$ cat config.mk
export PLATFORM = sky130hd
export DESIGN_NAME = bus_controller
export DESIGN_NICKNAME = d
export VERILOG_FILES = /design/src/bus_pkg.sv /design/src/coherence_fsm.sv /design/src/request_select.sv /design/src/snoop_unit.sv /design/src/ram_port_mux.sv /design/src/bus_controller.sv
export VERILOG_INCLUDE_DIRS = /design/src /design/src/src
export SDC_FILE = /design/constraint.sdc
export NUM_CORES = 1
export LEC_CHECK = 0
export ABC_AREA = 1
export BUFFER_PORTS_ARGS = -buffer_cell sky130_fd_sc_hd__buf_2
export CAP_MARGIN = 15
export CORE_AREA = 2 2 198 200
export CTS_CLUSTER_SIZE = 8
export DETAILED_ROUTE_END_ITERATION = 10
export DIE_AREA = 0 0 200 202
export PLACE_DENSITY = 0.37
export SETUP_SLACK_MARGIN = 0.15
export SLEW_MARGIN = 25
export SYNTH_ARGS = -nofsm -noshare
export SYNTH_HDL_FRONTEND = slang
export SYNTH_SLANG_ARGS = --single-unit
$ cat constraint.sdc
create_clock -name CLK -period 1.3 [get_ports CLK]
set_input_delay 0.065 -clock CLK [delete_from_list [all_inputs] [get_ports CLK]]
set_output_delay 0.065 -clock CLK [all_outputs]
set_load 0.02 [all_outputs]
$ cat src/bus_defines.svh
`ifndef BUS_DEFINES_SVH
`define BUS_DEFINES_SVH

// data word and address width
`define WORD_W 32

// two cores share the RAM
`define NCORES 2

// words per data cache block
`define BLK_WORDS 2

// word select sits just above the byte offset
`define WOFF_BIT 2

`endif

$ cat src/bus_pkg.sv
`include "bus_defines.svh"

`default_nettype none

package bus_pkg;

    typedef logic [`WORD_W-1:0] word_t;

    typedef enum logic [1:0] {
        FREE,
        BUSY,
        ACCESS,
        ERROR
    } ramstate_t;

    typedef enum logic [3:0] {
        IDLE,
        SNOOP,
        CHECK,
        WB1,
        WB2,
        RD1,
        RD2,
        IREAD
    } bus_state_t;

    // answer from the snooped data cache
    typedef struct packed {
        logic trans;
        logic write;
    } snoop_rsp_t;

    typedef struct packed {
        logic core;
        logic write;
        logic active;
    } data_req_t;

    typedef struct packed {
        logic [`WORD_W-`WOFF_BIT-$clog2(`BLK_WORDS)-1:0] blk;
        logic [$clog2(`BLK_WORDS)-1:0]                   wsel;
        logic [`WOFF_BIT-1:0]                            boff;
    } daddr_fields_t;

    // same address, raw or split into block fields
    typedef union packed {
        word_t         raw;
        daddr_fields_t fld;
    } daddr_u;

endpackage

`default_nettype wire

$ cat src/coherence_fsm.sv
`include "bus_defines.svh"

`default_nettype none

module coherence_fsm import bus_pkg::*; (
    input  logic               CLK,
    input  logic               nRST,
    input  data_req_t          req,
    input  logic [`NCORES-1:0] iREN,
    input  snoop_rsp_t         rsp,
    input  ramstate_t          ramstate,
    output bus_state_t         state,
    output logic               icore,
    output logic               done
);

    bus_state_t next_state;
    logic       next_icore;
    logic       access;

    assign access = (ramstate == ACCESS);

    // last word of a fill or of a fetch
    assign done = access && (state == RD2 || state == IREAD);

    always_ff @(posedge CLK, negedge nRST) begin
        if (!nRST) begin
            state <= IDLE;
            icore <= 1'b0;
        end else begin
            state <= next_state;
            icore <= next_icore;
        end
    end

    always_comb begin
        next_state = state;
        next_icore = icore;

        case (state)
            IDLE: begin
                // data requests win over fetches
                if (req.active) begin
                    next_state = SNOOP;
                end else if (iREN[0]) begin
                    next_state = IREAD;
                    next_icore = 1'b0;
                end else if (iREN[1]) begin
                    next_state = IREAD;
                    next_icore = 1'b1;
                end
            end

            SNOOP: begin
                next_state = CHECK;
            end

            CHECK: begin
                // dirty copy elsewhere goes back to RAM first
                if (rsp.trans && rsp.write) begin
                    next_state = WB1;
                end else begin
                    next_state = RD1;
                end
            end

            WB1: begin
                if (access) begin
                    next_state = WB2;
                end
            end

            WB2: begin
                if (access) begin
                    next_state = RD1;
                end
            end

            RD1: begin
                if (access) begin
                    next_state = RD2;
                end
            end

            RD2: begin
                if (access) begin
                    next_state = IDLE;
                end
            end

            IREAD: begin
                if (access) begin
                    next_state = IDLE;
                end
            end

            default: begin
                next_state = IDLE;
            end
        endcase
    end

endmodule

`default_nettype wire

$ cat src/request_select.sv
`include "bus_defines.svh"

`default_nettype none

module request_select import bus_pkg::*; (
    input  logic               CLK,
    input  logic               nRST,
    input  logic [`NCORES-1:0] dREN,
    input  logic [`NCORES-1:0] dWEN,
    input  bus_state_t         state,
    input  logic               done,
    output data_req_t          req
);

    data_req_t pick;
    data_req_t held;

    // lowest core index has priority
    always_comb begin
        pick = '0;
        for (int c = `NCORES - 1; c >= 0; c--) begin
            if (dREN[c] || dWEN[c]) begin
                pick.core   = c[0];
                pick.write  = dWEN[c];
                pick.active = 1'b1;
            end
        end
    end

    always_ff @(posedge CLK, negedge nRST) begin
        if (!nRST) begin
            held <= '0;
        end else if (done) begin
            held <= '0;
        end else if (state == IDLE) begin
            held <= pick;
        end
    end

    // live choice while idle, frozen once the bus is busy
    assign req = (state == IDLE) ? pick : held;

endmodule

`default_nettype wire

$ cat src/snoop_unit.sv
`include "bus_defines.svh"

`default_nettype none

module snoop_unit import bus_pkg::*; (
    input  logic                CLK,
    input  logic                nRST,
    input  bus_state_t          state,
    input  data_req_t           req,
    input  word_t [`NCORES-1:0] daddr,
    input  logic [`NCORES-1:0]  cctrans,
    input  logic [`NCORES-1:0]  ccwrite,
    output logic [`NCORES-1:0]  ccwait,
    output logic [`NCORES-1:0]  ccinv,
    output word_t [`NCORES-1:0] ccsnoopaddr,
    output snoop_rsp_t          rsp
);

    logic   other;
    logic   snooping;
    daddr_u base;
    daddr_u partner;

    assign other = ~req.core;

    // other cache is frozen from snoop until the fill ends
    assign snooping = (state == SNOOP) || (state == CHECK) || (state == WB1) ||
                      (state == WB2) || (state == RD1) || (state == RD2);

    assign base.raw = daddr[req.core];

    always_comb begin
        partner.fld.blk  = base.fld.blk;
        partner.fld.wsel = ~base.fld.wsel;
        partner.fld.boff = base.fld.boff;
    end

    always_comb begin
        ccwait      = '0;
        ccinv       = '0;
        ccsnoopaddr = '0;

        if (snooping) begin
            ccwait[other] = 1'b1;
            // second write-back word is the partner
            ccsnoopaddr[other] = (state == WB2) ? partner.raw : base.raw;
            if (state == RD2 && req.write) begin
                ccinv[other] = 1'b1;
            end
        end
    end

    // sampled as SNOOP ends, so CHECK branches on a stable value
    always_ff @(posedge CLK, negedge nRST) begin
        if (!nRST) begin
            rsp <= '0;
        end else if (state == SNOOP) begin
            rsp.trans <= cctrans[other];
            rsp.write <= ccwrite[other];
        end
    end

endmodule

`default_nettype wire

$ cat src/ram_port_mux.sv
`include "bus_defines.svh"

`default_nettype none

module ram_port_mux import bus_pkg::*; (
    input  bus_state_t          state,
    input  data_req_t           req,
    input  logic                icore,
    input  word_t [`NCORES-1:0] iaddr,
    input  word_t [`NCORES-1:0] daddr,
    input  word_t [`NCORES-1:0] dstore,
    input  word_t               ramload,
    input  ramstate_t           ramstate,
    output logic                ramREN,
    output logic                ramWEN,
    output word_t               ramaddr,
    output word_t               ramstore,
    output word_t [`NCORES-1:0] iload,
    output word_t [`NCORES-1:0] dload,
    output logic [`NCORES-1:0]  iwait,
    output logic [`NCORES-1:0]  dwait
);

    logic   access;
    logic   other;
    daddr_u base;
    daddr_u partner;

    assign access = (ramstate == ACCESS);
    assign other  = ~req.core;

    assign base.raw = daddr[req.core];

    always_comb begin
        partner.fld.blk  = base.fld.blk;
        partner.fld.wsel = ~base.fld.wsel;
        partner.fld.boff = base.fld.boff;
    end

    always_comb begin
        ramREN   = 1'b0;
        ramWEN   = 1'b0;
        ramaddr  = '0;
        ramstore = '0;
        iload    = '0;
        dload    = '0;
        // every core waits unless its word is on the bus
        iwait    = '1;
        dwait    = '1;

        case (state)
            WB1, WB2: begin
                // snooped cache drives the word at ccsnoopaddr
                ramWEN   = 1'b1;
                ramaddr  = daddr[other];
                ramstore = dstore[other];
            end

            RD1: begin
                ramREN              = 1'b1;
                ramaddr             = base.raw;
                dload[req.core]     = ramload;
                dwait[req.core]     = !access;
            end

            RD2: begin
                ramREN              = 1'b1;
                ramaddr             = partner.raw;
                dload[req.core]     = ramload;
                dwait[req.core]     = !access;
            end

            IREAD: begin
                ramREN       = 1'b1;
                ramaddr      = iaddr[icore];
                iload[icore] = ramload;
                iwait[icore] = !access;
            end

            default: begin
            end
        endcase
    end

endmodule

`default_nettype wire

$ cat src/bus_controller.sv
`include "bus_defines.svh"

`default_nettype none

module bus_controller import bus_pkg::*; (
    input  logic                    CLK,
    input  logic                    nRST,
    // core side
    input  logic [`NCORES-1:0]      iREN,
    input  logic [`NCORES-1:0]      dREN,
    input  logic [`NCORES-1:0]      dWEN,
    input  word_t [`NCORES-1:0]     iaddr,
    input  word_t [`NCORES-1:0]     daddr,
    input  word_t [`NCORES-1:0]     dstore,
    output logic [`NCORES-1:0]      iwait,
    output logic [`NCORES-1:0]      dwait,
    output word_t [`NCORES-1:0]     iload,
    output word_t [`NCORES-1:0]     dload,
    // snoop side
    input  logic [`NCORES-1:0]      cctrans,
    input  logic [`NCORES-1:0]      ccwrite,
    output logic [`NCORES-1:0]      ccwait,
    output logic [`NCORES-1:0]      ccinv,
    output word_t [`NCORES-1:0]     ccsnoopaddr,
    // ram side
    input  word_t                   ramload,
    input  ramstate_t               ramstate,
    output logic                    ramREN,
    output logic                    ramWEN,
    output word_t                   ramaddr,
    output word_t                   ramstore
);

    data_req_t  req;
    bus_state_t state;
    snoop_rsp_t rsp;
    logic       icore;
    logic       done;

    coherence_fsm u_fsm (
        .CLK      (CLK),
        .nRST     (nRST),
        .req      (req),
        .iREN     (iREN),
        .rsp      (rsp),
        .ramstate (ramstate),
        .state    (state),
        .icore    (icore),
        .done     (done)
    );

    request_select u_select (
        .CLK   (CLK),
        .nRST  (nRST),
        .dREN  (dREN),
        .dWEN  (dWEN),
        .state (state),
        .done  (done),
        .req   (req)
    );

    snoop_unit u_snoop (
        .CLK         (CLK),
        .nRST        (nRST),
        .state       (state),
        .req         (req),
        .daddr       (daddr),
        .cctrans     (cctrans),
        .ccwrite     (ccwrite),
        .ccwait      (ccwait),
        .ccinv       (ccinv),
        .ccsnoopaddr (ccsnoopaddr),
        .rsp         (rsp)
    );

    ram_port_mux u_mux (
        .state    (state),
        .req      (req),
        .icore    (icore),
        .iaddr    (iaddr),
        .daddr    (daddr),
        .dstore   (dstore),
        .ramload  (ramload),
        .ramstate (ramstate),
        .ramREN   (ramREN),
        .ramWEN   (ramWEN),
        .ramaddr  (ramaddr),
        .ramstore (ramstore),
        .iload    (iload),
        .dload    (dload),
        .iwait    (iwait),
        .dwait    (dwait)
    );

endmodule

`default_nettype wire

## Word level (Yosys, flattened, before mapping)

Index checks and enable logic that the tools add are counted.

| storage, ports and cells | value |
|---|---|
| output and inout port bits | 266 |
| memories kept | 0 |
| memory bits (writable) | 0 |
| latch bits | 0 |
| logic and storage cells | 111 |
| memory bits (read-only) | 0 |
| register bits after elaboration | 10 |

| operators by class | value |
|---|---|
| mux-type cells | 52 |
| reductions and logical operators | 23 |
| $mul | 0 |
| shift-type cells | 0 |
| order comparisons | 6 |
| divide/modulo/power cells | 0 |
| bitwise logic cells | 10 |
| equal/unequal tests | 13 |
| add/sub/neg operators | 0 |

Operator list:

| kind | count |
|---|---|
| 32-bit two-way mux | 12 |
| 64-bit AND | 3 |
| 64-bit two-way mux | 3 |
| 32-bit case mux with 4 select lines | 1 |
| 32-bit demux with 1-bit select | 3 |
| 4-bit two-way mux | 7 |
| 4-bit case mux with 7 select lines | 1 |
| 3-bit two-way mux | 6 |
| 4-bit by 3-bit equality test with 1-bit output, second input constant | 4 |
| 1-bit two-way mux | 11 |
| 2-bit two-way mux | 5 |
| 4-bit by 2-bit equality test with 1-bit output, second input constant | 2 |
| 1-bit logical OR | 8 |
| 2-bit by 1-bit != test with 1-bit output, second input constant | 4 |
| 1-bit logical AND | 6 |
| 1-bit by 2-bit less-than comparator with 1-bit output, second input constant | 3 |
| 2-bit OR reduction | 3 |
| 5-bit AND reduction | 1 |
| 4-bit by 1-bit equality test with 1-bit output, second input constant | 1 |
| 4-bit logical NOT | 1 |
| 4-bit != test, second input constant | 1 |
| 2-bit inverter | 2 |
| 2-bit bitwise OR | 2 |
| 1-bit demux with 1-bit select | 3 |
| 7 further kinds | 11 |

## Depth between registers and ports, before layout

Gate-level depths: netlist of the first run.

| logic depth | value |
|---|---|
| depth after elaboration | 11 |
| mapped depth | 11 |
| depth with buffers taken out | 10 |

## Modules after synthesis

A second synthesis of the first run with hierarchy kept.

| unflattened totals | value |
|---|---|
| cell total of the unflattened synthesis | 985 |
| area, all modules | 4315.4 um^2 |

By module, submodules not included:

| module | instances | cells an instance | sequential area each (um^2) | area each (um^2) |
|---|---|---|---|---|
| ram_port_mux | 1 | 728 | 0.0 | 2967.8 |
| snoop_unit | 1 | 185 | 50.0 | 865.8 |
| coherence_fsm | 1 | 42 | 100.1 | 294.0 |
| request_select | 1 | 30 | 75.1 | 187.7 |

## Worst setup path before layout of the first run

No wires, ideal clock.

| timing path | value |
|---|---|
| path type | reg2out |
| start point | reg u_fsm.state[2] |
| end point | out dload[13] (netlist name) |
| buffers on the path | 3 |
| stages on the path, launching flop included | 8 |
| data arrival time | 1.829 ns |
| slack | -0.594 ns |
| required time | 1.235 ns |
| cell sequence | dfrtp_1 > buf_2 > inv_2 > nor2_2 > nand2_1 > buf_2 > clkbuf_1 > nor3_1 |

RTL lines:

| element | RTL line | text |
|---|---|---|
| from (decl) | coherence_fsm.sv:12 | `output bus_state_t state,` |
| from (signal assigned) | coherence_fsm.sv:31 | `state <= next_state;` |
| to (decl) | bus_controller.sv:18 | `` output word_t [`NCORES-1:0] dload, `` |

## Worst setup path after layout of the first run

| timing path | value |
|---|---|
| start point | reg u_fsm.state[1] |
| end point | out ramaddr[24] |

| on the way | value |
|---|---|
| cells in the longest elaborated chain, start to end | 5 |
| elaborated cells on any way between the ends | 13 |
| classes of those cells | 5 x eq/ne; 6 x mux; 2 x reduce/logical |

RTL lines:

| element | RTL line | text |
|---|---|---|
| 4-bit logical NOT | request_select.sv:41 | `assign req = (state == IDLE) ? pick : held;` |
| 3-bit two-way mux | request_select.sv:41 |  |
| 32-bit two-way mux (on tied branches) (2 in a row) | ram_port_mux.sv:32, ram_port_mux.sv:55 |  |
| 32-bit case mux with 4 select lines * | ram_port_mux.sv:51 | `case (state)` |
| to (decl) | bus_controller.sv:30 | `output word_t ramaddr,` |

Every way passes the cells marked *; elsewhere a longest branch is shown, timed or not. The select of a mux whose other input is x is not followed.

==> results by group, run 1 <==
Status
  – Outcome: finished with violations
  – Failing checks: negative setup slack

Global routing
  – Largest net degree at the start of global routing: 34
  – First-pass GRT wire length: ~46,000 um
  – Vias in the first global route: ~7,800
  – Initial antenna violation count: 3
  – GR Overflow Total: 0
  – Gr usage total: roughly 15%

Critical path
  – Worst path bufs/invs: 5
  – Critical Path, Cell by Cell: inv_2 -> nand2_2 -> nor2_4 -> nand2_4 -> nand2_8 -> buf_12 -> buf_12 -> buf_8 -> nand2_2 -> nand3_2 -> nand3_2 -> buf_6
  – CP endpoint kind: output pin
  – Cell family with most CP delay: buffers and inverters
  – RR Endpoint: u_snoop.rsp[1]
  – Crit path from: u_fsm.state[1]
  – WP data required: 1.24 ns
  – Crit. path cell count: 12
  – R2R cell count: 10
  – Slowest-stage cell, CP: dfrtp_2
  – CP Class: flip-flop to output pin
  – Worst R2R Setup Slack: -0.46 ns
  – Critical Path Fanout Max: 6
  – Critical path endpoint: ramaddr[24]
  – CP arrival: slightly below 2 ns
  – Worst path max stage delay: approximately 0.44 ns
  – Worst R2R Start: u_fsm.state[1]
  – Setup crit start kind: flip-flop

Timing
  – Slew Limit Fails: 0
  – Fmax: between 400 and 500 MHz
  – Final setup viols: 273
  – Final Hold Viols: 0
  – Clock skew: between 0.0003 and 0.0004 ns
  – Unrepaired setup endpoints after global routing: yes
  – Final period utilization: 154.7%
  – Max_slew headroom: about three quarters
  – Slew @ Worst Pin: around 0.35 ns
  – Hold Slack: 0.02169 ns
  – Final min period: 2.011 ns
  – Post-route setup slack: -0.7112 ns
  – Setup TNS: -148.47 ns

Drt
  – Avg WL per Cell: about 18 um
  – Vias: a little under 8,000
  – Final ANT Viol Nets: 0
  – Vias/cell: 4.090
  – WL final: 35,090 um
  – Remaining DRCs: 0
  – Initial drt markers: about 300
  – First-pass iteration count of the detailed router: 4

Power
  – Pwr/cell area: about 3300 nW/um^2
  – Peak supply drop: roughly 1.2 mV
  – P_leak: around 5.9 nW

Min path
  – Hold Crit Depth: 2
  – HP Class: input pin to flip-flop

Synthesis
  – Register area share after synthesis: ~5.3%
  – Yosys warns: 0
  – Netlist Area Pre-Place: 3789 um^2
  – Top FF cell, synth: dfrtp_1
  – Post-synth EDFFs: 0
  – Synth area leader: nor2_1
  – Most numerous cell in the Yosys netlist: nor2_1
  – Area fraction of the dominant cell type after synthesis: 20.61%
  – Mapped Nets: around 1,100
  – Async set or reset register ratio after synthesis: 100.0%
  – Synth cell types: 24
  – Post-Syn Instances: about 820
  – Syn_area_per_cell: 4.632 um^2
  – Most frequent cells after synthesis: 208 x nor2_1, 156 x nand2_1, 116 x inv_1
  – Synth top area cells: nor2_1 21%, nand2_1 15%, nand3_1 14%
  – Post-synthesis sequential element count: 8

Floorplanning
  – DIE AREA: about 40,000 um^2
  – # rows: between 70 and 80
  – Initial Util: under 10%
  – Chip height: slightly above 200 um
  – Die span in x: 200 um
  – IO Count: between 500 and 600
  – Core Area: 38,290 um^2

Placement
  – Placed Cells: about 1,900
  – I/O Buffers: about 500
  – Dpl ws: -0.5797 ns
  – RePlAce Congestion: 0.9167
  – Hpwl dp: around 25,000 um

Clock tree
  – CTS tree: built
  – Clock sink total: 8
  – Clock Pin Slew Worst Setup and Hold Paths: about 0.04 ns
  – Root buffer cell: clkbuf_16
  – Clk Latency, worst-skew pair: 0.23 ns
  – Cts bufs inserted: 3
  – Clock Path Buffers: 2
  – H-tree depth: 1

Run
  – MaxCap Viol Count: 0

Layout
  – Fin util: 30.57%
  – Layout cells sized above 1: around 69%
  – # nets final: roughly 1,600
  – Area Growth Syn to Fin: 209.0%
  – Fin cells: roughly 1,900
final cells by class:
class / count / area (um^2)
diodes: 1 / 2.502
well taps: 518 / 648.1
flip-flops and latches: 8 / 203.9
repair buffers: 641 / 5698
multi-input cells: 625 / 4591
inverters: 121 / 486.7
clock buffers: 3 / 75.07
fillers: 4210 / 26580
cell usage in the layout (no fill, tap or decap), types with 5 or more instances in the layout:
master     instances
nand3_2           52
a22oi_1           28
nor2_2            58
buf_2            267
buf_4            149
nor2_4            65
nor3_2            17
clkbuf_16         10
nand2_2           22
nor2_1            89
nand2_4           10
o21ai_2           26
inv_2              5
o21ai_1            7
inv_1            113
buf_16            19
buf_8              8
nand3_1           53
a21oi_1            5
buf_6            160
nor3_4            47
buf_12            29
dfrtp_1            5
nand2_1          126
cell families after synthesis:
logic type             after synthesis  synth area share [%]
AO/OA/AOI/OAI                       78                 12.45
buffers and inverters              185                 21.33
flip-flops                           8                 5.284
AND/OR/NAND/NOR                    547                 60.93
where the power goes:
part	switching [mW]	internal [mW]
Sequential	0.126	0.387
Clock	0.117	0.396
Combinational	20.4	17.3
Total	20.7	18.1
per-layer routing:
metal	global-route usage [%]	share of wire, %
met1	17.15	39
met2	29.64	52
met3	2.219	6.3
met4	3.254	2.9
met5	0	0.077
repair_timing:
item,in CTS,in global routing
hold buffers,1,0
resized for setup,368,379
hold endpoints to repair,8,0
cloned,14,7
setup buffers,17,4
setup endpoints to repair,273,274
pin swaps,9,35
sequential cells by signal, indices dropped and copies added, names as in the netlist:
register	cells
u_fsm.state	3
u_select.held	2
u_snoop.rsp	2
u_fsm.icore	1
worst min-delay path by stage:
stage	endpoint	slack (ns)	from
global placement	u_snoop.rsp[1]	-0.07	nRST
CTS	u_fsm.icore	0.02	iREN[0]
finish	u_fsm.icore	0.02	iREN[0]
detailed placement	u_snoop.rsp[1]	-0.07	nRST
floorplan	u_fsm.icore	-0.23	nRST
global route	u_fsm.icore	0.03	iREN[0]
worst reg2reg max path, stage by stage, from the launching register on:
cell     delay, ns
dfrtp_2       0.44
nor2_4        0.15
nand2_2       0.08
nand2_4       0.10
nand2_8       0.11
buf_6         0.14
buf_12        0.14
buf_16        0.15
buf_6         0.12
o21ai_2       0.12
o21ai_1       0.08
through the flow:
step | instance area (um^2) | power [mW]
3_3_place_gp | 8339 | 24.50
5_1_grt | 11710 | 40.99
4_1_cts | 10110 | 33.67
3_5_place_dp | 8339 | 24.42
2_1_floorplan | 4619 | 15.11
6_report | 11710 | 38.76
(Power assumes the default switching activity.)
==> inputs of run 2 (changes only) <==
ABC_AREA = not set   (was 1)
PLACE_DENSITY = 0.36   (was 0.37)
==> run 2 against run 1 <==
Net effect: the flow finishes with violations (design-rule violations, negative setup slack); hold slack gained 0.020 ns; highest routed layer unchanged; design area is 3.3% lower; largest power group unchanged; worst setup slack got worse by 0.37 ns; synthesized area is 17% lower; largest cell class unchanged; die area unchanged; combinational power shrank 35%; global-route usage down 3.0 points; utilization shrank 1.0 points; via count down 18%; clock power grew 3%; clock-buffer cell count is 1 higher.
==> results by group, run 2 <==
Timing
  – Clock skew: about 0.0019 ns
  – Post-route setup slack: -1.081 ns
  – Slew Limit Fails: 0
  – Final Hold Viols: 0
  – Unrepaired setup endpoints after global routing: yes
  – Final period utilization: 183.2%
  – Setup TNS: -204.09 ns
  – Fmax: ~420 MHz
  – Max_slew headroom: about three fifths
  – Slew @ Worst Pin: between 0.5 and 0.6 ns
  – Final setup viols: ~270
  – Final min period: approximately 2.4 ns

Layout
  – Biggest regs: u_fsm.state: 3 flops, u_select.held: 2 flops, u_snoop.rsp: 2 flops
  – Area Growth Syn to Fin: 260.1%
  – Max reg flops: 3
  – Layout fillers: slightly above 4,000
  – Layout cells sized above 1: 86.61%
  – Top reg by flops: u_fsm.state
  – Commonest non-fill, non-tap cell in the layout: buf_2
  – # nets final: 1,389
  – Commonest cells after routing, fill and taps aside: 281 x buf_2, 211 x buf_6, 117 x buf_4

Global routing
  – Gr usage total: roughly 12%
  – Vias in the first global route: about 6,200
  – Initial antenna violation count: 2
  – Largest net degree at the start of global routing: 35
  – GR Overflow Total: 0
  – First-pass GRT wire length: 37,640 um

Synthesis
  – Simple-gate share of the synthesized area: a little over half
  – Mux cell area share after synthesis: 1.990%
  – Netlist Area Pre-Place: roughly 3100 um^2
  – Synth top area cells: and2_1 32%, nand2_1 10%, a222oi_1 9.9%
  – Compound-Gate Fraction of Synth Area: a little over a quarter
  – Adder-cell share of the synthesized area: 0%
  – Post-Syn Instances: about 530
  – Post-synth EDFFs: 0
  – Async set or reset register ratio after synthesis: between 90% and 100%
  – Synth Area in XOR/XNOR: less than 1%
  – Register area share after synthesis: 6.369%
  – Yosys warns: 0
  – Area fraction of the dominant cell type after synthesis: between 30 and 40%
  – Synth cell types: 38
  – Most frequent cells after synthesis: 161 x and2_1, 84 x nand2_1, 43 x clkbuf_1
  – Most numerous cell in the Yosys netlist: and2_1
  – Top FF cell, synth: dfrtp_1
  – Mapped Nets: 770
  – Syn_area_per_cell: 5.908 um^2
  – Post-synthesis sequential element count: 8
  – Synth area leader: and2_1
  – Largest family of logic cells by synthesized area: simple AND/OR/NAND/NOR gates

Critical path
  – CP endpoint kind: output pin
  – CP arrival: about 2.3 ns
  – Most Frequent Cell on Critical Path: buf_6
  – Critical Path Fanout Max: 6
  – Slowest-stage cell, CP: a222oi_1
  – CP Class: flip-flop to output pin
  – Worst path bufs/invs: 4
  – WP data required: roughly 1.2 ns
  – Cell family with most CP delay: compound AO/OA/AOI/OAI gates
  – Worst path max stage delay: 0.57 ns
  – Setup crit start kind: flip-flop
  – Critical Path, Cell by Cell: buf_6 -> xor2_1 -> o211ai_1 -> clkbuf_16 -> a222oi_1 -> buf_4 -> o21ai_4 -> buf_6

Clock tree
  – CTS tree: built
  – Cts bufs inserted: 3
  – Clock sink total: 8
  – Clock Path Buffers: 2
  – Clk Latency, worst-skew pair: 0.23 ns
  – H-tree depth: 1
  – Root buffer cell: clkbuf_16
  – Clock Pin Slew Worst Setup and Hold Paths: around 0.04 ns

Placement
  – I/O Buffers: roughly 500
  – RePlAce Congestion: 0.8703
  – Hpwl dp: approximately 21,000 um
  – Dpl ws: -0.9060 ns

Power
  – Power share of the combinational group: a little over nine tenths
  – Clk pwr share: about 2.1%
  – Sw Ratio: 48.80%
  – Share of power burned in registers: 2.0%
  – Peak supply drop: around 1.4 mV
  – Int Pwr: around 13 mW
  – P_leak: approximately 5.6 nW
  – Pwr/cell area: roughly 2200 nW/um^2
  – Total chip power: approximately 25 mW
  – Net Sw Power: approximately 12 mW

Drt
  – WL final: 30,850 um
  – Final ANT Viol Nets: 0
  – Vias: between 6,000 and 7,000
  – Remaining DRCs: 2
  – Avg WL per Cell: between 15 and 20 um
  – First-pass iteration count of the detailed router: 11
  – Vias/cell: between 3 and 4
  – Initial drt markers: 338

Run
  – MaxCap Viol Count: 0

Status
  – Outcome: finished with violations
  – Failing checks: design-rule violations, negative setup slack

Floorplanning
  – DIE AREA: between 40,000 and 50,000 um^2
  – Core Area: 38,290 um^2
  – # rows: roughly 70
  – IO Count: ~500
  – Initial Util: slightly above 8%
  – Die span in x: 200 um
  – Chip height: 202 um

Min path
  – HP Class: input pin to flip-flop
run 2: area by class of cell:
type | count | area [um^2] | share of cell area [%]
repair buffers | 668 | 5942 | 52.50
multi-input cells | 436 | 4302 | 38.01
well taps | 518 | 648.1 | 5.727
flip-flops and latches | 8 | 206.4 | 1.824
inverters | 34 | 135.1 | 1.194
clock buffers | 4 | 78.83 | 0.6965
diodes | 2 | 5.005 | 0.04422
run 2: power groups by stage:
stage / clock, mW / combinational [mW] / sequential (mW)
finish: 0.527 / 24.4 / 0.514
global route: 0.555 / 25.6 / 0.531
CTS: 0.541 / 19.9 / 0.495
detailed placement: 0 / 16.5 / 0.509
global placement: 0 / 16.6 / 0.497
floorplan: 0 / 10.9 / 0.439
run 2: path summary, 6_finish.rpt:
path	to	cells past startpoint	slack (ns)	start
setup / recovery	ramaddr[30]	8	-1.08	u_select.held[2]
hold / removal	u_fsm.icore	2	0.04	iREN[0]
setup reg to reg	u_snoop.rsp[0]	10	-0.85	u_fsm.state[0]
hold reg to reg	u_snoop.rsp[1]	2	0.56	u_snoop.rsp[1]
max in group asynchronous	u_select.held[2]	2	0.87	nRST
min in group asynchronous	u_select.held[2]	2	0.22	nRST
run 2: cell families after synthesis:
| group | after synthesis |
|---|---|
| multiplexers | 6 |
| flip-flops | 8 |
| AO/OA/AOI/OAI | 119 |
| buffers and inverters | 89 |
| XOR/XNOR | 2 |
| AND/OR/NAND/NOR | 308 |
run 2: what timing repair did:
action | CTS | global route
resized for setup | 234 | 429
hold buffers | 1 | 0
setup buffers | 23 | 23
pin swaps | 15 | 81
endpoints found under the setup margin | 274 | 274
cloned | 8 | 22
hold endpoints to repair | 8 | 0
run 2: through the flow:
stage               instances  hold slack (ns)  cell area, um^2  util, %
detailed placement       1588         -0.07400             8107    21.17
finish                   1670          0.04177            11320    29.56
global placement         1588         -0.07415             8107    21.17
CTS                      1624          0.02912             9336    24.39
global route             1669          0.04219            11310    29.55
floorplan                 532          -0.2306             4573        -
run 2: per-layer routing:
| layer | global-route usage, % | wire, um | vias to the layer above |
|---|---|---|---|
| met3 | 1.852 | 1910 | 17 |
| li1 | - | - | 3066 |
| met4 | 1.534 | 311 | 2 |
| met2 | 23.29 | 16450 | 299 |
| met5 | 0 | 7 | - |
| met1 | 14.43 | 12180 | 3067 |
==> inputs of run 3 (changes only) <==
==> constraint.sdc (replaced) <==
create_clock -name CLK -period 1.3 [get_ports CLK]
set_input_delay 0.13 -clock CLK [delete_from_list [all_inputs] [get_ports CLK]]
set_output_delay 0.13 -clock CLK [all_outputs]
set_load 0.02 [all_outputs]
==> run 3 against run 2 <==
Net effect: the flow finishes with violations (negative setup slack); highest routed layer is now met4; critical path type unchanged; wire length decreased by 7.3%; non-clock buffer count decreased by 3; first-iteration DRC count decreased by 28%; clock skew about the same.
==> results by group, run 3 (synthesis results as in run 2) <==
Status
  – Outcome: finished with violations
  – Failing checks: negative setup slack

Drt
  – Final ANT Viol Nets: 0
  – WL final: 28,610 um
  – Initial drt markers: approximately 240
  – Vias: around 6,400
  – Vias/cell: 3.830
  – Remaining DRCs: 0
  – Avg WL per Cell: approximately 17 um
  – First-pass iteration count of the detailed router: 6

Floorplanning
  – Initial Util: 8.209%
  – DIE AREA: 40,400 um^2
  – IO Count: 504
  – Chip height: 202 um
  – Core Area: roughly 38,000 um^2
  – # rows: slightly above 70
  – Die span in x: 200 um

Clock tree
  – Clock Pin Slew Worst Setup and Hold Paths: about 0.04 ns
  – Root buffer cell: clkbuf_16
  – H-tree depth: 1
  – Clk Latency, worst-skew pair: around 0.23 ns
  – Clock sink total: 8
  – Clock Path Buffers: 2
  – Cts bufs inserted: 3
  – CTS tree: built

Critical path
  – Worst R2R Start: u_fsm.state[1]
  – CP endpoint kind: output pin
  – WP data required: 1.17 ns
  – RR Endpoint: u_snoop.rsp[0]
  – Worst R2R Setup Slack: -0.65 ns
  – CP arrival: 2.37 ns
  – Setup crit start kind: flip-flop
  – R2R cell count: 11
  – Critical Path Fanout Max: 7
  – CP Class: flip-flop to output pin

Timing
  – Slew @ Worst Pin: ~0.73 ns
  – Unrepaired setup endpoints after global routing: yes
  – Final setup viols: between 200 and 300
  – Final period utilization: 192.0%
  – Final Hold Viols: 0
  – Fmax: about 400 MHz
  – Final min period: ~2.5 ns
  – Slew Limit Fails: 0
  – Setup TNS: -209.86 ns
  – Max_slew headroom: 51.57%
  – Clock skew: between 0.0015 and 0.002 ns
  – Post-route setup slack: -1.196 ns

Layout
  – Layout fillers: a little over 4,000
  – Biggest regs: u_fsm.state: 3 flops, u_select.held: 2 flops, u_snoop.rsp: 2 flops
  – Layout cells sized above 1: around 85%
  – Area Growth Syn to Fin: 246.5%
  – Fin cells: around 1,700
  – Commonest non-fill, non-tap cell in the layout: buf_2
  – Top reg by flops: u_fsm.state
  – Max reg flops: 3
  – # nets final: around 1,400
  – Commonest cells after routing, fill and taps aside: 302 x buf_2, 186 x buf_6, 127 x buf_4

Global routing
  – Largest net degree at the start of global routing: 35
  – Vias in the first global route: roughly 6,000
  – Gr usage total: between 10% and 20%
  – First-pass GRT wire length: about 34,000 um
  – Initial antenna violation count: 3
  – GR Overflow Total: 0

Power
  – Total chip power: around 25 mW
  – P_leak: 5.372 nW
  – Pwr/cell area: around 2300 nW/um^2
  – Peak supply drop: 1.252 mV

Placement
  – I/O Buffers: about 500
  – Placed Cells: about 1,600
  – Hpwl dp: around 20,000 um
  – RePlAce Congestion: between 0.8 and 0.9

Min path
  – Hold Crit Depth: 2
  – Hold path endpoint: u_fsm.icore
  – HP Class: input pin to flip-flop
  – Hold Crit Start: iREN[0]

Run
  – MaxCap Viol Count: 0
run 3: changes by cell type in the layout (fill, tap and decap cells not counted), sizes merged:
cell / change
clkbuf: -2
diode: -1
buf: -1
run 3: through the flow:
stage | setup slack (ns) | utilization [%] | hold WS (ns) | instance area, um^2
3_5_place_dp | -0.9867 | 21.19 | -0.005106 | 8113
3_3_place_gp | -0.9309 | 21.19 | -0.002866 | 8113
2_1_floorplan | -0.7501 | - | -0.1656 | 4582
6_report | -1.196 | 28.44 | 0.09537 | 10890
5_1_grt | -1.301 | 28.44 | 0.1046 | 10890
4_1_cts | -1.191 | 23.11 | 0.09859 | 8850
run 3: power by group:
part / switching [mW] / internal, mW
Sequential: 0.136 / 0.378
Combinational: 12.0 / 12.4
Clock: 0.134 / 0.410
Total: 12.3 / 13.2
run 3: worst max path at each step:
stage | start | end | cells after the start | slack, ns
floorplan | u_fsm.state[0] | ramstore[11] | 7 | -0.75
global placement | u_fsm.state[0] | ramaddr[23] | 7 | -0.93
detailed placement | u_fsm.state[0] | ramaddr[23] | 7 | -0.99
CTS | u_select.held[2] | ramaddr[23] | 8 | -1.19
global route | u_fsm.state[1] | ramaddr[22] | 10 | -1.30
finish | u_fsm.state[1] | ramaddr[22] | 10 | -1.20
run 3: worst max-delay path, stage by stage (launching register included):
cell and delay [ns]:
dfrtp_2 0.42, buf_6 0.13, xor2_1 0.14, o211ai_1 0.15, buf_6 0.17, buf_12 0.14, buf_4 0.14, a222oi_1 0.44
buf_4 0.20, o21ai_4 0.05, buf_6 0.13
run 3: cell type report:
cell class,instances,area [um^2],share of cell area (%)
timing repair buffer,665,5633,51.73
inverter,34,137.6,1.264
multi-input combinational,436,4184,38.42
clock buffer,4,78.83,0.7239
antenna,1,2.502,0.02298
sequential,8,205.2,1.884
tap,518,648.1,5.952
run 3: per-layer routing:
metal  part of all wire [%]  global-route usage, %  vias to the layer above
li1                       -                      -                     3050
met1                     39                  12.90                     3003
met2                     53                  21.37                      300
met3                    6.6                  1.702                       28
met4                    1.5                  1.534                        0
met5                      0                      0                        -
run 3: repair_timing:
| action | CTS | global route |
|---|---|---|
| gates cloned | 5 | 22 |
| gates resized for setup | 116 | 424 |
| hold endpoints to repair | 8 | 0 |
| buffers inserted | 20 | 25 |
| endpoints found under the setup margin | 274 | 274 |
| hold buffers | 1 | 0 |
| pin swaps | 13 | 70 |
